$ cat src/hdl/conn_table_pkg.sv
package conn_table_pkg;

    // ------------------------------------------------------------
    // table geometry
    // ------------------------------------------------------------

    // connection key, stored whole as the tag
    localparam int KEY_W   = 32;
    // index bits per way
    localparam int HASH_W  = 8;
    localparam int WAY_N   = 4;
    localparam int WAY_W   = $clog2(WAY_N);
    localparam int INDEX_N = 1 << HASH_W;

    typedef logic [KEY_W-1:0]  key_t;
    typedef logic [HASH_W-1:0] index_t;
    typedef logic [WAY_W-1:0]  way_t;

    // handle names one slot: way on top, index below
    typedef struct packed {
        way_t   way;
        index_t index;
    } handle_t;

    // forward lookup result, handle is zero on a miss
    typedef struct packed {
        logic    hit;
        handle_t handle;
    } lookup_rsp_t;

    // xor all index-wide lanes of the key together
    function automatic index_t fold_hash(input key_t key);
        index_t acc;
        acc = '0;
        for (int i = 0; i < KEY_W / HASH_W; i++) begin
            acc = acc ^ key[i*HASH_W +: HASH_W];
        end
        return acc;
    endfunction

endpackage

$ cat src/hdl/conn_ctrl_pkg.sv
package conn_ctrl_pkg;

    import conn_table_pkg::*;

    // ------------------------------------------------------------
    // control stream encodings
    // ------------------------------------------------------------

    typedef enum logic [0:0] {
        OP_DEACTIVATE = 1'b0,
        OP_ACTIVATE   = 1'b1
    } ctrl_op_e;

    // full only ever comes back for activate
    typedef enum logic [0:0] {
        ST_DONE = 1'b0,
        ST_FULL = 1'b1
    } ctrl_status_e;

    typedef enum logic [1:0] {
        S_IDLE    = 2'd0,
        S_FETCH   = 2'd1,
        S_RESPOND = 2'd2
    } ctrl_state_e;

    typedef struct packed {
        ctrl_op_e op;
        key_t     key;
    } ctrl_req_t;

    // handle only meaningful for a done activate
    typedef struct packed {
        ctrl_status_e status;
        handle_t      handle;
    } ctrl_rsp_t;

endpackage

$ cat src/hdl/ctrl_fsm.sv
`timescale 1ns/1ps
`default_nettype none

module ctrl_fsm
    import conn_table_pkg::*, conn_ctrl_pkg::*;
(
    input  logic                  clk,
    input  logic                  rst,

    // request stream
    input  logic                  req_valid,
    input  ctrl_req_t             req,
    output logic                  req_ready,

    // response stream
    output logic                  rsp_valid,
    output ctrl_rsp_t             rsp,
    input  logic                  rsp_ready,

    // control read of all ways
    output index_t                rd_index,
    input  key_t [WAY_N-1:0]      way_tag,
    input  logic [WAY_N-1:0]      way_valid,

    // write to the chosen way(s)
    output logic [WAY_N-1:0]      wr_en,
    output index_t                wr_index,
    output key_t                  wr_tag,
    output logic                  wr_valid
);

    ctrl_state_e      state;
    ctrl_req_t        req_q;
    index_t           hash_q;
    logic             rsp_valid_q;
    ctrl_rsp_t        rsp_q;
    logic [WAY_N-1:0] wr_mask_q;

    logic [WAY_N-1:0] hit_mask;
    logic [WAY_N-1:0] pick_mask;
    logic [WAY_N-1:0] mask_d;
    way_t             free_way;
    logic             full;
    ctrl_rsp_t        rsp_d;

    // ------------------------------------------------------------
    // read issue
    // ------------------------------------------------------------

    // only accept while idle
    assign req_ready = (state == S_IDLE);

    // address goes out with the accepted request, data lands in fetch
    assign rd_index = (state == S_IDLE) ? fold_hash(req.key) : hash_q;

    always_ff @(posedge clk) begin
        if (state == S_IDLE && req_valid) begin
            req_q  <= req;
            hash_q <= fold_hash(req.key);
        end
    end

    // ------------------------------------------------------------
    // way choice, all ways checked at once
    // ------------------------------------------------------------

    always_comb begin
        full      = &way_valid;
        free_way  = '0;
        hit_mask  = '0;
        pick_mask = '0;
        // lowest free way
        for (int w = WAY_N - 1; w >= 0; w--) begin
            if (!way_valid[w]) begin
                free_way = way_t'(w);
            end
        end
        for (int w = 0; w < WAY_N; w++) begin
            // deactivate hits every copy of the key
            hit_mask[w]  = way_valid[w] && (way_tag[w] == req_q.key);
            pick_mask[w] = !full && (way_t'(w) == free_way);
        end
    end

    always_comb begin
        if (req_q.op == OP_ACTIVATE) begin
            mask_d = pick_mask;
            if (full) begin
                rsp_d.status = ST_FULL;
                rsp_d.handle = '0;
            end else begin
                rsp_d.status       = ST_DONE;
                rsp_d.handle.way   = free_way;
                rsp_d.handle.index = hash_q;
            end
        end else begin
            mask_d       = hit_mask;
            rsp_d.status = ST_DONE;
            rsp_d.handle = '0;
        end
    end

    // ------------------------------------------------------------
    // state machine
    // ------------------------------------------------------------

    always_ff @(posedge clk) begin
        if (rst) begin
            state       <= S_IDLE;
            rsp_valid_q <= 1'b0;
            wr_mask_q   <= '0;
        end else begin
            case (state)
                S_IDLE: begin
                    if (req_valid) begin
                        state <= S_FETCH;
                    end
                end
                S_FETCH: begin
                    state       <= S_RESPOND;
                    rsp_valid_q <= 1'b1;
                    wr_mask_q   <= mask_d;
                end
                S_RESPOND: begin
                    // write lasts one cycle even if the response waits
                    wr_mask_q <= '0;
                    if (rsp_ready) begin
                        rsp_valid_q <= 1'b0;
                        state       <= S_IDLE;
                    end
                end
                default: begin
                    state <= S_IDLE;
                end
            endcase
        end
    end

    always_ff @(posedge clk) begin
        if (state == S_FETCH) begin
            rsp_q <= rsp_d;
        end
    end

    assign rsp_valid = rsp_valid_q;
    assign rsp       = rsp_q;

    // write fields from the latched request
    assign wr_en    = wr_mask_q;
    assign wr_index = hash_q;
    assign wr_tag   = req_q.key;
    assign wr_valid = (req_q.op == OP_ACTIVATE);

    a_rsp_in_respond: assert property (
        @(posedge clk) disable iff (rst)
        rsp_valid |-> (state == S_RESPOND)
    );

    // activate fills exactly one slot at most
    a_one_activate_write: assert property (
        @(posedge clk) disable iff (rst)
        wr_valid |-> $onehot0(wr_en)
    );

endmodule

`default_nettype wire

$ cat config.mk
export PLATFORM = sky130hd
export DESIGN_NAME = ctrl_fsm
export DESIGN_NICKNAME = d
export VERILOG_FILES = /design/src/hdl/conn_table_pkg.sv /design/src/hdl/conn_ctrl_pkg.sv /design/src/hdl/ctrl_fsm.sv
export SDC_FILE = /design/constraint.sdc
export NUM_CORES = 1
export LEC_CHECK = 0
export ABC_AREA = 0
export ABC_CLOCK_PERIOD_IN_PS = 2350
export BUFFER_PORTS_ARGS = -buffer_cell sky130_fd_sc_hd__buf_4
export CAP_MARGIN = 15
export CORE_AREA = 5 5 109 131
export CTS_CLUSTER_DIAMETER = 200
export DETAILED_ROUTE_END_ITERATION = 16
export DIE_AREA = 0 0 114 136
export PLACE_DENSITY = 0.7
export RECOVER_POWER = 100
export SYNTH_ARGS = -nofsm -noshare
export SYNTH_HDL_FRONTEND = slang
export SYNTH_SLANG_ARGS = --single-unit
$ cat constraint.sdc
create_clock -name clk -period 2.35 [get_ports clk]
set_input_delay 0.235 -clock clk [delete_from_list [all_inputs] [get_ports clk]]
set_output_delay 0.235 -clock clk [all_outputs]
set_load 0.01 [all_outputs]
==> run_results.csv <==
group,metric,value,unit
routing,drt-total-wl,16.0,mm
power_and_ir_drop,total_power,3.58,mW
sta,rsz0062_at_grt,"false",
finish,fillCellCount,1327,
finish,fin_area,0.00570,mm^2
sta,fin_skew,0.00749,ns
die,die_area,0.0155,mm^2
sta,max_freq,465,MHz
synth,synth_edf_count,52,
cts,cts_resized,0,
synth,synth_common_cells,"xor2_1, edfxtp_1, nor4_1",
grt,grt_util_met3,5.16,%
die,boundaryPins,235,
routing,drc,0,
worst_setup_path,crit_end,"wr_en[1]$_SDFFE_PP0P_",
synth,synthCells,319,
worst_setup_path,worstPathMaxFanout,7,
synth,synthesis.nets,491,
finish,fin_util,44.0,%
status,outcome,"finished, final reports clean",
finish,register_area,0.00170,mm^2
routing,ant_nets,0,
power_and_ir_drop,leakagePower,2.29,nW
sta,slew_violations,0,
synth,synthDominantCellAreaShare,41.4,%
grt,grt_max_degree,42,
power_and_ir_drop,max-vdd-ir-drop,0.000307,V
grt,grt_busiest_layer,"met2",
sta,post-route-period-util,91.5,%
worst_setup_path,cp.arrival,2.37,ns
die,chipHeight,136,um
min_path,worst_hold_path_type,"in -> reg",
min_path,hold_depth,1,
cts,clock_path_buffers,2,
cts,cts_buffers,9,
placed_design,place_congestion,0.904,
synth,yosys.cell_count.top_type,"xor2_1",
synth,yosys_warnings,0,
cts,worstSkewPairLatency,0.32,ns
die,core_area,0.0129,mm^2
grt,grt_pass1_wl,22.6,mm
finish,area_delta_synth_final,51.0,%
cts,clk_pin_slew_worst_paths,0.05,ns
cts,hold_buffers,0,
routing,vias,3477,
placed_design,placed_cell_area,0.00579,mm^2
sta,hold_viol_final,0,
routing,first_pass_iters,4,
synth,syn_area_per_cell,11.8,um^2
grt,antenna_found_initial,0,
synth,synth_seq_cells,59,
cts,cts_tree,"done",
synth,synth_area_leaders,"edfxtp_1, xor2_1, nor4_1, xnor2_1, dfxtp_1",
sta,setup_viol,0,
placed_design,dp.cells,725,
sta,worst_pin_slew,0.743,ns
worst_setup_path,crit_required,2.57,ns
grt,globalRouteOverflowTotal,0,
cts,clock-sinks,59,
grt,gr-usage-met2,34.8,%
grt,grt_pass1_vias,3680,
worst_setup_path,crit_path_start_kind,"flop",
placed_design,dp_hpwl,13.6,mm
cts,cts_setup_buffers,0,
worst_setup_path,crit_path_end_kind,"flop",
synth,ys_async_sr_fraction,0,%
synth,yosysSeqAreaShare,45.1,%
grt,gr-usage-met1,24.3,%
finish,stdcell_count,741,
routing,wl_per_cell,21.6,um
worst_setup_path,critPathLaunch,"state[1]$_SDFFE_PP0P_",
finish,n_antenna_cell,0,
sta,fin_crit,2.15,ns
routing,drt_iter0_drc,147,
synth,synth_top_flop_cell,"edfxtp_1",
finish,drive_gt1_share,29.3,%
sta,slew_headroom,49.8,%
synth,synth_top_area_cell,"edfxtp_1",
finish,multi_input_area,0.00204,mm^2
finish,nets,740,
worst_setup_path,r2r_setup_slack,0.20,ns
synth,synth.distinct_cells,33,
power_and_ir_drop,p_per_area,629,mW/mm^2
cts,ctsRootBufferMaster,"clkbuf_16",
cts,htreeDepth,3,
worst_setup_path,criticalPathCategory,"reg -> reg",
synth,syn_area,0.00377,mm^2
grt,grt.total_usage,20.1,%
die,rows,46,
worst_setup_path,reg2reg_depth,6,
sta,setup_tns,0,ns
run,cap_violations,0,
routing,vias_per_cell,4.69,
worst_setup_path,reg2reg_from,"state[1]$_SDFFE_PP0P_",
die,die_w,114,um
worst_setup_path,reg2reg_to,"wr_en[1]$_SDFFE_PP0P_",
die,start_util,29.1,%
placed_design,portBuffers,234,
[layout by cell type, fill, tap and decap left out, drive strengths merged, types with 2 or more instances in the layout]
cell type,n
buf,138
xor2,132
clkbuf,111
edfxtp,52
nor4,28
xnor2,20
and2,9
mux2,8
inv,7
nand3,7
dfxtp,7
a21oi,5
nand4,5
nand2b,4
nor2,4
nor3,4
nand2,3
o32ai,3
o41ai,3
ha,3
clkinv,3
clkinvlp,2
and2b,2
[report_power, final]
part           switching (mW)  internal [mW]  leakage (nW)
sequential              0.135           1.27         0.554
clock                   0.465          0.809         0.131
combinational           0.463          0.440          1.61
[critical path: stages, from the launching register on]
cell and delay [ns]:
dfxtp_1 0.36, inv_1 0.08, ha_1 0.38, or4b_1 0.54, nor3_1 0.23, nand4_1 0.13
o41ai_2 0.33
[worst min-delay path by stage]
| stage | startpoint | endpoint | slack (ns) |
|---|---|---|---|
| after floorplan | rst | rsp_valid$_SDFFE_PP0P_ | 0.31 |
| after detailed placement | req[32] | wr_valid$_DFFE_PP_ | 0.41 |
| after global placement | req[32] | wr_valid$_DFFE_PP_ | 0.41 |
| after global routing | req[32] | wr_valid$_DFFE_PP_ | 0.1 |
| after CTS | req[32] | wr_valid$_DFFE_PP_ | 0.07 |
| final | req[32] | wr_valid$_DFFE_PP_ | 0.11 |
[final cells by class]
cell class              instances  share of cell area, %
clock buffers                  10                   4.02
clock inverters                 6                  0.988
inverters                       7                  0.461
multi-input cells             252                   35.8
flip-flops and latches         59                   29.9
well taps                     168                   3.69
repair buffers                239                   25.2
[state kept, by name, summed over array words and instances, names as in the netlist]
name       cells
wr_en          4
wr_index       8
wr_tag        32
rsp_valid      1
state          2
rsp           11
wr_valid       1
[stage by stage]
stage | hold slack, ns | setup WS, ns
global route | 0.0952 | 0.0432
CTS | 0.0706 | 0.241
detailed placement | 0.415 | 0.278
finish | 0.112 | 0.201
global placement | 0.415 | 0.349
floorplan | 0.307 | 0.363
[kinds of logic after synthesis]
kind of cell | Yosys count | synth area share, %
fa+ha+maj | 3 | 0.994
simple gates | 73 | 11.8
flops | 59 | 45.1
buf+inv | 8 | 0.796
xor+xnor | 152 | 35.3
compound gates | 15 | 3.41
mux | 9 | 2.65
[per-layer routing]
metal,part of all wire (%),vias to the layer above
met5,0,-
met4,2.2,0
li1,-,1634
met2,50,179
met1,39,1643
met3,8.2,21
Power figures use the tool's default switching activity.
