<file path="config.mk">
export PLATFORM = sky130hd
export DESIGN_NAME = lookup_pipe
export DESIGN_NICKNAME = d
export VERILOG_FILES = /design/src/hdl/conn_table_pkg.sv /design/src/hdl/lookup_pipe.sv
export SDC_FILE = /design/constraint.sdc
export NUM_CORES = 1
export LEC_CHECK = 0
export BUFFER_PORTS_ARGS = -buffer_cell sky130_fd_sc_hd__buf_2
export CORE_ASPECT_RATIO = 1.2
export CORE_MARGIN = 4
export CORE_UTILIZATION = 49
export CTS_CLUSTER_SIZE = 28
export DETAILED_ROUTE_END_ITERATION = 7
export GPL_ROUTABILITY_DRIVEN = 0
export PLACE_DENSITY = 0.87
export SYNTH_ARGS = -nofsm -noshare
export SYNTH_HDL_FRONTEND = slang
export SYNTH_SLANG_ARGS = --single-unit
</file>
<file path="constraint.sdc">
create_clock -name clk -period 3.15 [get_ports clk]
set_input_delay 0.1575 -clock clk [delete_from_list [all_inputs] [get_ports clk]]
set_output_delay 0.1575 -clock clk [all_outputs]
set_load 0.005 [all_outputs]
</file>
<file path="src/hdl/conn_table_pkg.sv">
package conn_table_pkg;

    // ------------------------------------------------------------
    // table geometry
    // ------------------------------------------------------------

    // connection key, stored whole as the tag
    localparam int KEY_W   = 32;
    // index bits per way
    localparam int HASH_W  = 8;
    localparam int WAY_N   = 4;
    localparam int WAY_W   = $clog2(WAY_N);
    localparam int INDEX_N = 1 << HASH_W;

    typedef logic [KEY_W-1:0]  key_t;
    typedef logic [HASH_W-1:0] index_t;
    typedef logic [WAY_W-1:0]  way_t;

    // handle names one slot: way on top, index below
    typedef struct packed {
        way_t   way;
        index_t index;
    } handle_t;

    // forward lookup result, handle is zero on a miss
    typedef struct packed {
        logic    hit;
        handle_t handle;
    } lookup_rsp_t;

    // xor all index-wide lanes of the key together
    function automatic index_t fold_hash(input key_t key);
        index_t acc;
        acc = '0;
        for (int i = 0; i < KEY_W / HASH_W; i++) begin
            acc = acc ^ key[i*HASH_W +: HASH_W];
        end
        return acc;
    endfunction

endpackage

</file>
<file path="src/hdl/lookup_pipe.sv">
`timescale 1ns/1ps
`default_nettype none

module lookup_pipe
    import conn_table_pkg::*;
(
    input  logic                  clk,
    input  logic                  rst,

    // request stream
    input  logic                  req_valid,
    input  key_t                  req_key,
    output logic                  req_ready,

    // response stream
    output logic                  rsp_valid,
    output lookup_rsp_t           rsp,
    input  logic                  rsp_ready,

    // read side of all ways
    output logic                  rd_en,
    output index_t                rd_index,
    input  key_t [WAY_N-1:0]      way_tag,
    input  logic [WAY_N-1:0]      way_valid
);

    // ------------------------------------------------------------
    // pipeline control
    // ------------------------------------------------------------

    logic   advance;
    logic   s1_valid;
    key_t   s1_key;
    index_t s1_index;
    logic   hit_d;
    way_t   way_d;

    // move when the output slot is empty or being taken
    assign advance   = !rsp_valid || rsp_ready;
    assign req_ready = advance;

    // stage 1: hash straight off the request, ram registers it
    assign rd_index = fold_hash(req_key);
    // freeze the way read data along with the pipe
    assign rd_en    = advance;

    always_ff @(posedge clk) begin
        if (rst) begin
            s1_valid  <= 1'b0;
            rsp_valid <= 1'b0;
        end else if (advance) begin
            s1_valid  <= req_valid;
            rsp_valid <= s1_valid;
        end
    end

    // key and index ride alongside the ram read
    always_ff @(posedge clk) begin
        if (advance) begin
            s1_key   <= req_key;
            s1_index <= rd_index;
        end
    end

    // ------------------------------------------------------------
    // stage 2: tag compare
    // ------------------------------------------------------------

    // scan downward so the lowest matching way wins
    always_comb begin
        hit_d = 1'b0;
        way_d = '0;
        for (int w = WAY_N - 1; w >= 0; w--) begin
            if (way_valid[w] && (way_tag[w] == s1_key)) begin
                hit_d = 1'b1;
                way_d = way_t'(w);
            end
        end
    end

    // miss leaves a zero handle
    always_ff @(posedge clk) begin
        if (advance) begin
            rsp.hit          <= hit_d;
            rsp.handle.way   <= hit_d ? way_d : '0;
            rsp.handle.index <= hit_d ? s1_index : '0;
        end
    end

    // stalled response must not move
    a_rsp_stable: assert property (
        @(posedge clk) disable iff (rst)
        (rsp_valid && !rsp_ready) |=> (rsp_valid && $stable(rsp))
    );

endmodule

`default_nettype wire

</file>
==> metrics.md, run 1 <==
| Metric | Value |
|---|---|
| Area delta synth->final | 28.8% |
| Core area | 6900 um2 |
| Final global-route overflow total | 0 |
| Worst-path clk slew | around 100 ps |
| Post-synth EDFFs | a little over 50 |
| Sw Ratio | 27.3% |
| Longest Clk Path Bufs | 2 |
| Initial core utilization | 50.8% |
| Crit end category | flop |
| Flop pwr share | 50.0% |
| Cell count of the worst hold path | 2 |
| Number of top-level pins | 190 |
| CP Depth | 6 |
| Kind of critical path | reg -> reg |
| First-pass GRT wire length | about 17000 um |
| Final net count | between 600 and 700 |
| Detailed router's first-iteration violation count | 260 |
| Slew Limit Headroom | between 50 and 60% |
| Num CTS Buffers | 5 |
| DIE WIDTH | 85.2 um |
| Fin Setup TNS | 0 ps |
| # rows | 33 |
| Final setup margin | 1060 ps |
| CTS tree | yes |
| WP buf/inv | 0 |
| DP HPWL | 10000 um |
| Die H | a little over 100 um |
| Hold Crit Start | rst |
| Tmin final | approximately 2100 ps |
| Largest net degree at the start of global routing | 30 |
| R2r startpoint | s1_key[14] |
| Cells after DPL | around 550 |
| Worst reg2reg endpoint | rsp[2] |
| Highest ir drop seen on vdd | 0.291 mV |
| Top Family by Delay on Critical Path | simple AND/OR/NAND/NOR gates |
| Fin crit share | 66.5% |
| Area contributors post-synth | edfxtp_1 (44%), xnor2_1 (31%), xor2_1 (6.0%) |
| Top cells by count, synth | xnor2_1 (124), edfxtp_1 (51), nand4_1 (24), xor2_1 (24) |
| Wire per inst | between 20 and 25 um |
| Status | finished, final reports clean |
| Total track usage | ~27% |
| Seq cells post-synth | 53 |
| DP Worst Slack | between 1000 and 1500 ps |
| DR pass1 iterations | 5 |
| Sw power | 0.497 mW |
| Hold Crit Class | in -> reg |
| Max Clk Rate | 0.478 GHz |
| Cts hold-fix bufs | 0 |
| Leakage power | ~1.9 nW |
| # port buffers | around 190 |
| Yosys top cell by area | edfxtp_1 |
| Layout Skew | 4.14 ps |
| Max Slew Vio Count | 0 |
| Power Dens Cells | 403 nW/um2 |
| Worst Path Arrival | 2280 ps |
| Synth cell types | 22 |
| RSZ-0062 raised after global routing | false |
| Synth top area share | 43.7% |
| Setup Fix Bufs, Post-CTS | 0 |
| Top_reg_cell synth | edfxtp_1 |
| CTS HTree Levels | 2 |
| Antenna-violating nets left | 0 |
| TritonCTS Sinks | between 50 and 60 |
| Synthesized area per cell | 12.0 um2 |
| Clk pwr share | 26.2% |
| Non-Filler Instances | 556 |
| Syn Nets | 460 |
| Post-Syn Area | 3500 um2 |
| CP max stage cell | edfxtp_1 |
| CP max stage delay | between 500 and 600 ps |
| Post-CTS Resized | 0 |
| CP Cell Sequence | xnor2_1 > nand4_1 > nor4_1 > nand3_1 > nand4_2 > and2_1 |
| Worst Hold Slack | roughly 4.5 ps |
| Worst Tran Pin Value | 671 ps |
| Die area | 8570 um2 |
| Share of cells above drive strength 1 | 43.5% |
| Fraction of registers with async set/reset | 0% |
| Post-synthesis sequential area ratio | between 40 and 50% |
| Mapped Cells | 292 |
| R2R setup slack | approximately 1100 ps |
| Vias in the first global route | 3196 |
| Final setup vio count | 0 |
| Worst Setup Start Kind | flop |
| Root Driver | clkbuf_8 |
| Initial antenna violation count | 0 |
| Max Cap Viol | 0 |
| Most frequent cell after synthesis | xnor2_1 |
| Final WL | 11700 um |
| Hold EP | s1_valid |
| Combinational power share | 23.8% |
| Remaining DRCs | 0 |
| Number of fill cells | 571 |
| Pint | about 1.3 mW |
| Crit-path max FO | 9 |
| Vias | 2967 |
| Final Hold Vio Count | 0 |
| Clk_lat worst skew | 310 ps |
| Power Total | roughly 1.8 mW |
| Ant. Diodes | 0 |
| Vias per cell | about 5.3 |
| Reg2reg path depth | 6 |
| Worst EP required | 3340 ps |
| Ys Warns | 0 |
-- metal layers --
| layer | global-route usage [%] | wire (um) | vias to the layer above |
|---|---|---|---|
| li1 | - | - | 1348 |
| met2 | 48.0 | 6020 | 196 |
| met1 | 28.2 | 3840 | 1375 |
| met3 | 7.77 | 1270 | 48 |
| met4 | 15.1 | 582 | 0 |
| met5 | 0 | 0 | - |
-- how the worst max path moves through the flow --
stage	slack [ps]	startpoint	end
3_3_place_gp	1130	s1_key[14]	rsp[6]
2_1_floorplan	1090	rsp_valid	s1_valid
3_5_place_dp	1080	s1_key[14]	rsp[1]
5_1_grt	920	s1_key[14]	rsp[1]
4_1_cts	1050	s1_key[14]	rsp[3]
6_report	1060	s1_key[14]	rsp[2]
-- flip-flops by register name, summed over array words and instances, names as in the netlist --
name / flops
s1_key: 32
rsp: 11
s1_index: 8
rsp_valid: 1
s1_valid: 1
-- power groups by stage --
stage	clock, mW	sequential [mW]	combinational [mW]
2_1_floorplan	0	0.878	0.274
3_3_place_gp	0	0.917	0.424
6_report	0.476	0.909	0.433
4_1_cts	0.475	0.908	0.436
3_5_place_dp	0	0.923	0.432
5_1_grt	0.505	0.914	0.470
-- logic make-up (layout without fill, tap and decap cells) --
kind of cell    count (synthesis)  in the layout  synth area share [%]
compound gates                  3              3                 0.500
mux                             1              1                 0.286
buf+inv                        22            199                  4.97
flops                          53             53                  44.9
xor+xnor                      152            152                  38.9
simple gates                   61             61                  10.5
-- worst reg2reg max path: cells and delay by family, from the launching register on --
kind,cells,cell delay (ps)
DFF,1,540
and+or+nand+nor,5,1160
xor gates and xnor gates,1,270
-- metrics by stage --
stage	utilization, %	instance area, um2
final	65.4	4510
after global routing	65.4	4510
after CTS	65.4	4510
after detailed placement	63.8	4400
after global placement	63.8	4400
after floorplan	-	3500
-- cells in the final DEF (no fill, tap or decap), drive strengths merged --
master	count
a21boi	1
a21oi	2
and2	8
and3	4
buf	190
bufinv	1
clkbuf	5
clkinv	1
clkinvlp	1
dfxtp	2
edfxtp	51
inv	1
mux2i	1
nand2	1
nand2b	2
nand3	8
nand4	25
nor2	1
nor3	4
nor4	8
xnor2	128
xor2	24
-- final cells by class --
| type | instances | area (um2) | area share, % |
|---|---|---|---|
| repair buffers | 190 | 953 | 21.1 |
| flip-flops and latches | 53 | 1570 | 34.8 |
| well taps | 87 | 109 | 2.41 |
| clock inverters | 3 | 46.3 | 1.03 |
| multi-input cells | 217 | 1760 | 39.0 |
| inverters | 1 | 3.75 | 0.0832 |
| clock buffers | 5 | 68.8 | 1.53 |
No activity file was read; power rests on OpenSTA's default activity.
==> inputs of run 2 (changes only) <==
- ABC_AREA: not set -> 1
- CORE_UTILIZATION: 49 -> 43
- PLACE_DENSITY: 0.87 -> 0.78
- clock period: 3.15 -> 1.9 ns (I/O delays scaled with it)
==> metrics.md, run 2 <==
| Metric | Value |
|---|---|
| Longest Clk Path Bufs | 2 |
| TritonCTS Sinks | 53 |
| Die H | 115 um |
| Most frequent cell after synthesis | nand2_1 |
| Final setup vio count | 0 |
| Worst EP required | 2090 ps |
| Tmin final | ~1800 ps |
| CP Cell Sequence | xnor2_1 > nand2_1 > nor2_1 > nand2_1 > nor2_2 > nand3_1 > nand2_2 > nor2_4 > buf_12 > nor2_2 |
| Kind of critical path | reg -> reg |
| Crit-path max FO | 5 |
| Wire per inst | around 15 um |
| Max Slew Vio Count | 0 |
| Initial antenna violation count | 2 |
| Worst Setup Start Kind | flop |
| Final global-route overflow total | 0 |
| Fraction of registers with async set/reset | 0% |
| Vias in the first global route | 4459 |
| Yosys top cell by area | edfxtp_1 |
| Num CTS Buffers | 5 |
| Total track usage | about a quarter |
| Vias | 4474 |
| Power Total | 3.06 mW |
| Fin Setup TNS | 0 ps |
| # rows | 38 |
| Slew Limit Headroom | about four fifths |
| Top_reg_cell synth | edfxtp_1 |
| Top cells by count, synth | nand2_1 (221), inv_1 (120), nor2_1 (62) |
| Crit end category | flop |
| Hold Crit Class | in -> reg |
| Antenna-violating nets left | 0 |
| Post-Syn Area | 4090 um2 |
| Max Cap Viol | 0 |
| DP HPWL | around 11000 um |
| Max FFs per register | 32 |
| Highest ir drop seen on vdd | between 0.4 and 0.5 mV |
| Final net count | 1001 |
| Status | finished, final reports clean |
| Area contributors post-synth | edfxtp_1 (37%), nand2_1 (20%), xnor2_1 (12%) |
| Post-synth EDFFs | 51 |
| DR pass1 iterations | 7 |
| Worst Tran Pin Value | 326 ps |
| Area delta synth->final | 39.7% |
| DIE WIDTH | 97.0 um |
| Biggest register | s1_key |
| Power Dens Cells | 536 nW/um2 |
| Share of cells above drive strength 1 | between 20 and 30% |
| Seq cells post-synth | 53 |
| Ys Warns | 0 |
| Syn Nets | 768 |
| Fin crit share | 94.7% |
| First-pass GRT wire length | 21300 um |
| Largest net degree at the start of global routing | 55 |
| Max Clk Rate | approximately 0.56 GHz |
| Worst-path clk slew | 100 ps |
| Layout Skew | ~5.1 ps |
| Initial core utilization | 44.5% |
| Worst Hold Slack | roughly 8.6 ps |
| CP max stage delay | 520 ps |
| Worst Path Arrival | 1990 ps |
| Remaining DRCs | 0 |
| Top Registers | s1_key x32, rsp x11, s1_index x8 |
| Number of top-level pins | 190 |
| Mapped Cells | 600 |
| Post-synthesis sequential area ratio | 38.5% |
| Most common cell after layout, fill and taps aside | nand2_1 |
| Leakage power | 3.12 nW |
| CP max stage cell | edfxtp_1 |
| Final WL | roughly 14000 um |
| Synth cell types | 25 |
| CTS tree | yes |
| Detailed router's first-iteration violation count | between 300 and 400 |
| CTS HTree Levels | 2 |
| Final Hold Vio Count | 0 |
| Synth top area share | 37.5% |
| Root Driver | clkbuf_8 |
| Synthesized area per cell | between 6 and 7 um2 |
| Vias per cell | 4.68 |
| Die area | 11100 um2 |
| # port buffers | 189 |
| Core area | 9180 um2 |
| Clk_lat worst skew | 320 ps |
| Number of fill cells | 840 |
| Most frequent cells in the layout | nand2_1 (221), buf_2 (189), inv_1 (110) |
==> run 2: path summary, 6_finish.rpt <==
path,slack (ps),from,cells after the start,to
min reg2reg,470,s1_valid,2,s1_valid
max reg2reg,100,s1_key[12],10,rsp[3]
max,100,s1_key[12],10,rsp[3]
min,9,req_valid,3,s1_valid
==> run 2: metrics by stage <==
stage / instances / cell area, um2 / setup WS [ps] / util (%)
4_1_cts: 947 / 5600 / 32.1 / 61.0
2_1_floorplan: 600 / 4090 / 39.7 / -
3_5_place_dp: 908 / 5200 / 44.9 / 56.7
5_1_grt: 956 / 5710 / -14.0 / 62.2
6_report: 956 / 5710 / 101 / 62.2
3_3_place_gp: 908 / 5200 / 81.4 / 56.7
==> run 2: layout make-up <==
| type | instances | area, um2 | share of cell area [%] |
|---|---|---|---|
| inverters | 126 | 473 | 8.29 |
| flip-flops and latches | 53 | 1570 | 27.5 |
| clock buffers | 5 | 68.8 | 1.21 |
| diodes | 2 | 5.00 | 0.0877 |
| multi-input cells | 413 | 2020 | 35.5 |
| well taps | 120 | 150 | 2.63 |
| clock inverters | 3 | 21.3 | 0.373 |
| repair buffers | 234 | 1390 | 24.4 |
==> run 2: cell families after synthesis <==
logic type                after synthesis  synth area share, %
and+or+nand+nor                       307                 29.4
buffers and inverters                 134                 12.7
xor gates and xnor gates               62                 13.3
DFF                                    53                 38.5
AOI/OAI and AO/OA                      44                 6.06
==> run 2: critical path: cells and delay by family, from the launching register on <==
kind | cells | cell delay [ps]
xor gates and xnor gates | 1 | 230
DFF | 1 | 520
and+or+nand+nor | 8 | 780
buffers and inverters | 1 | 130
==> run 2: report_power, final <==
part | switching (mW) | internal (mW) | leakage, nW
clock network | 0.420 | 0.264 | 0.0462
logic | 0.462 | 0.444 | 2.50
registers | 0.0795 | 1.39 | 0.567
==> run 2: routing by layer <==
metal | up-vias | track usage [%] | wire [um]
met1 | 1933 | 27.2 | 5070
met4 | 0 | 11.3 | 580
met2 | 226 | 45.8 | 7200
li1 | 2273 | - | -
met5 | - | 0 | 0
met3 | 42 | 5.70 | 1340
==> run 2: repair_timing <==
action | CTS | global route
endpoints found under the setup margin | 0 | 9
gates resized for setup | 0 | 21
hold buffers | 31 | 0
setup buffers | 0 | 7
endpoints found under the hold margin | 32 | 0
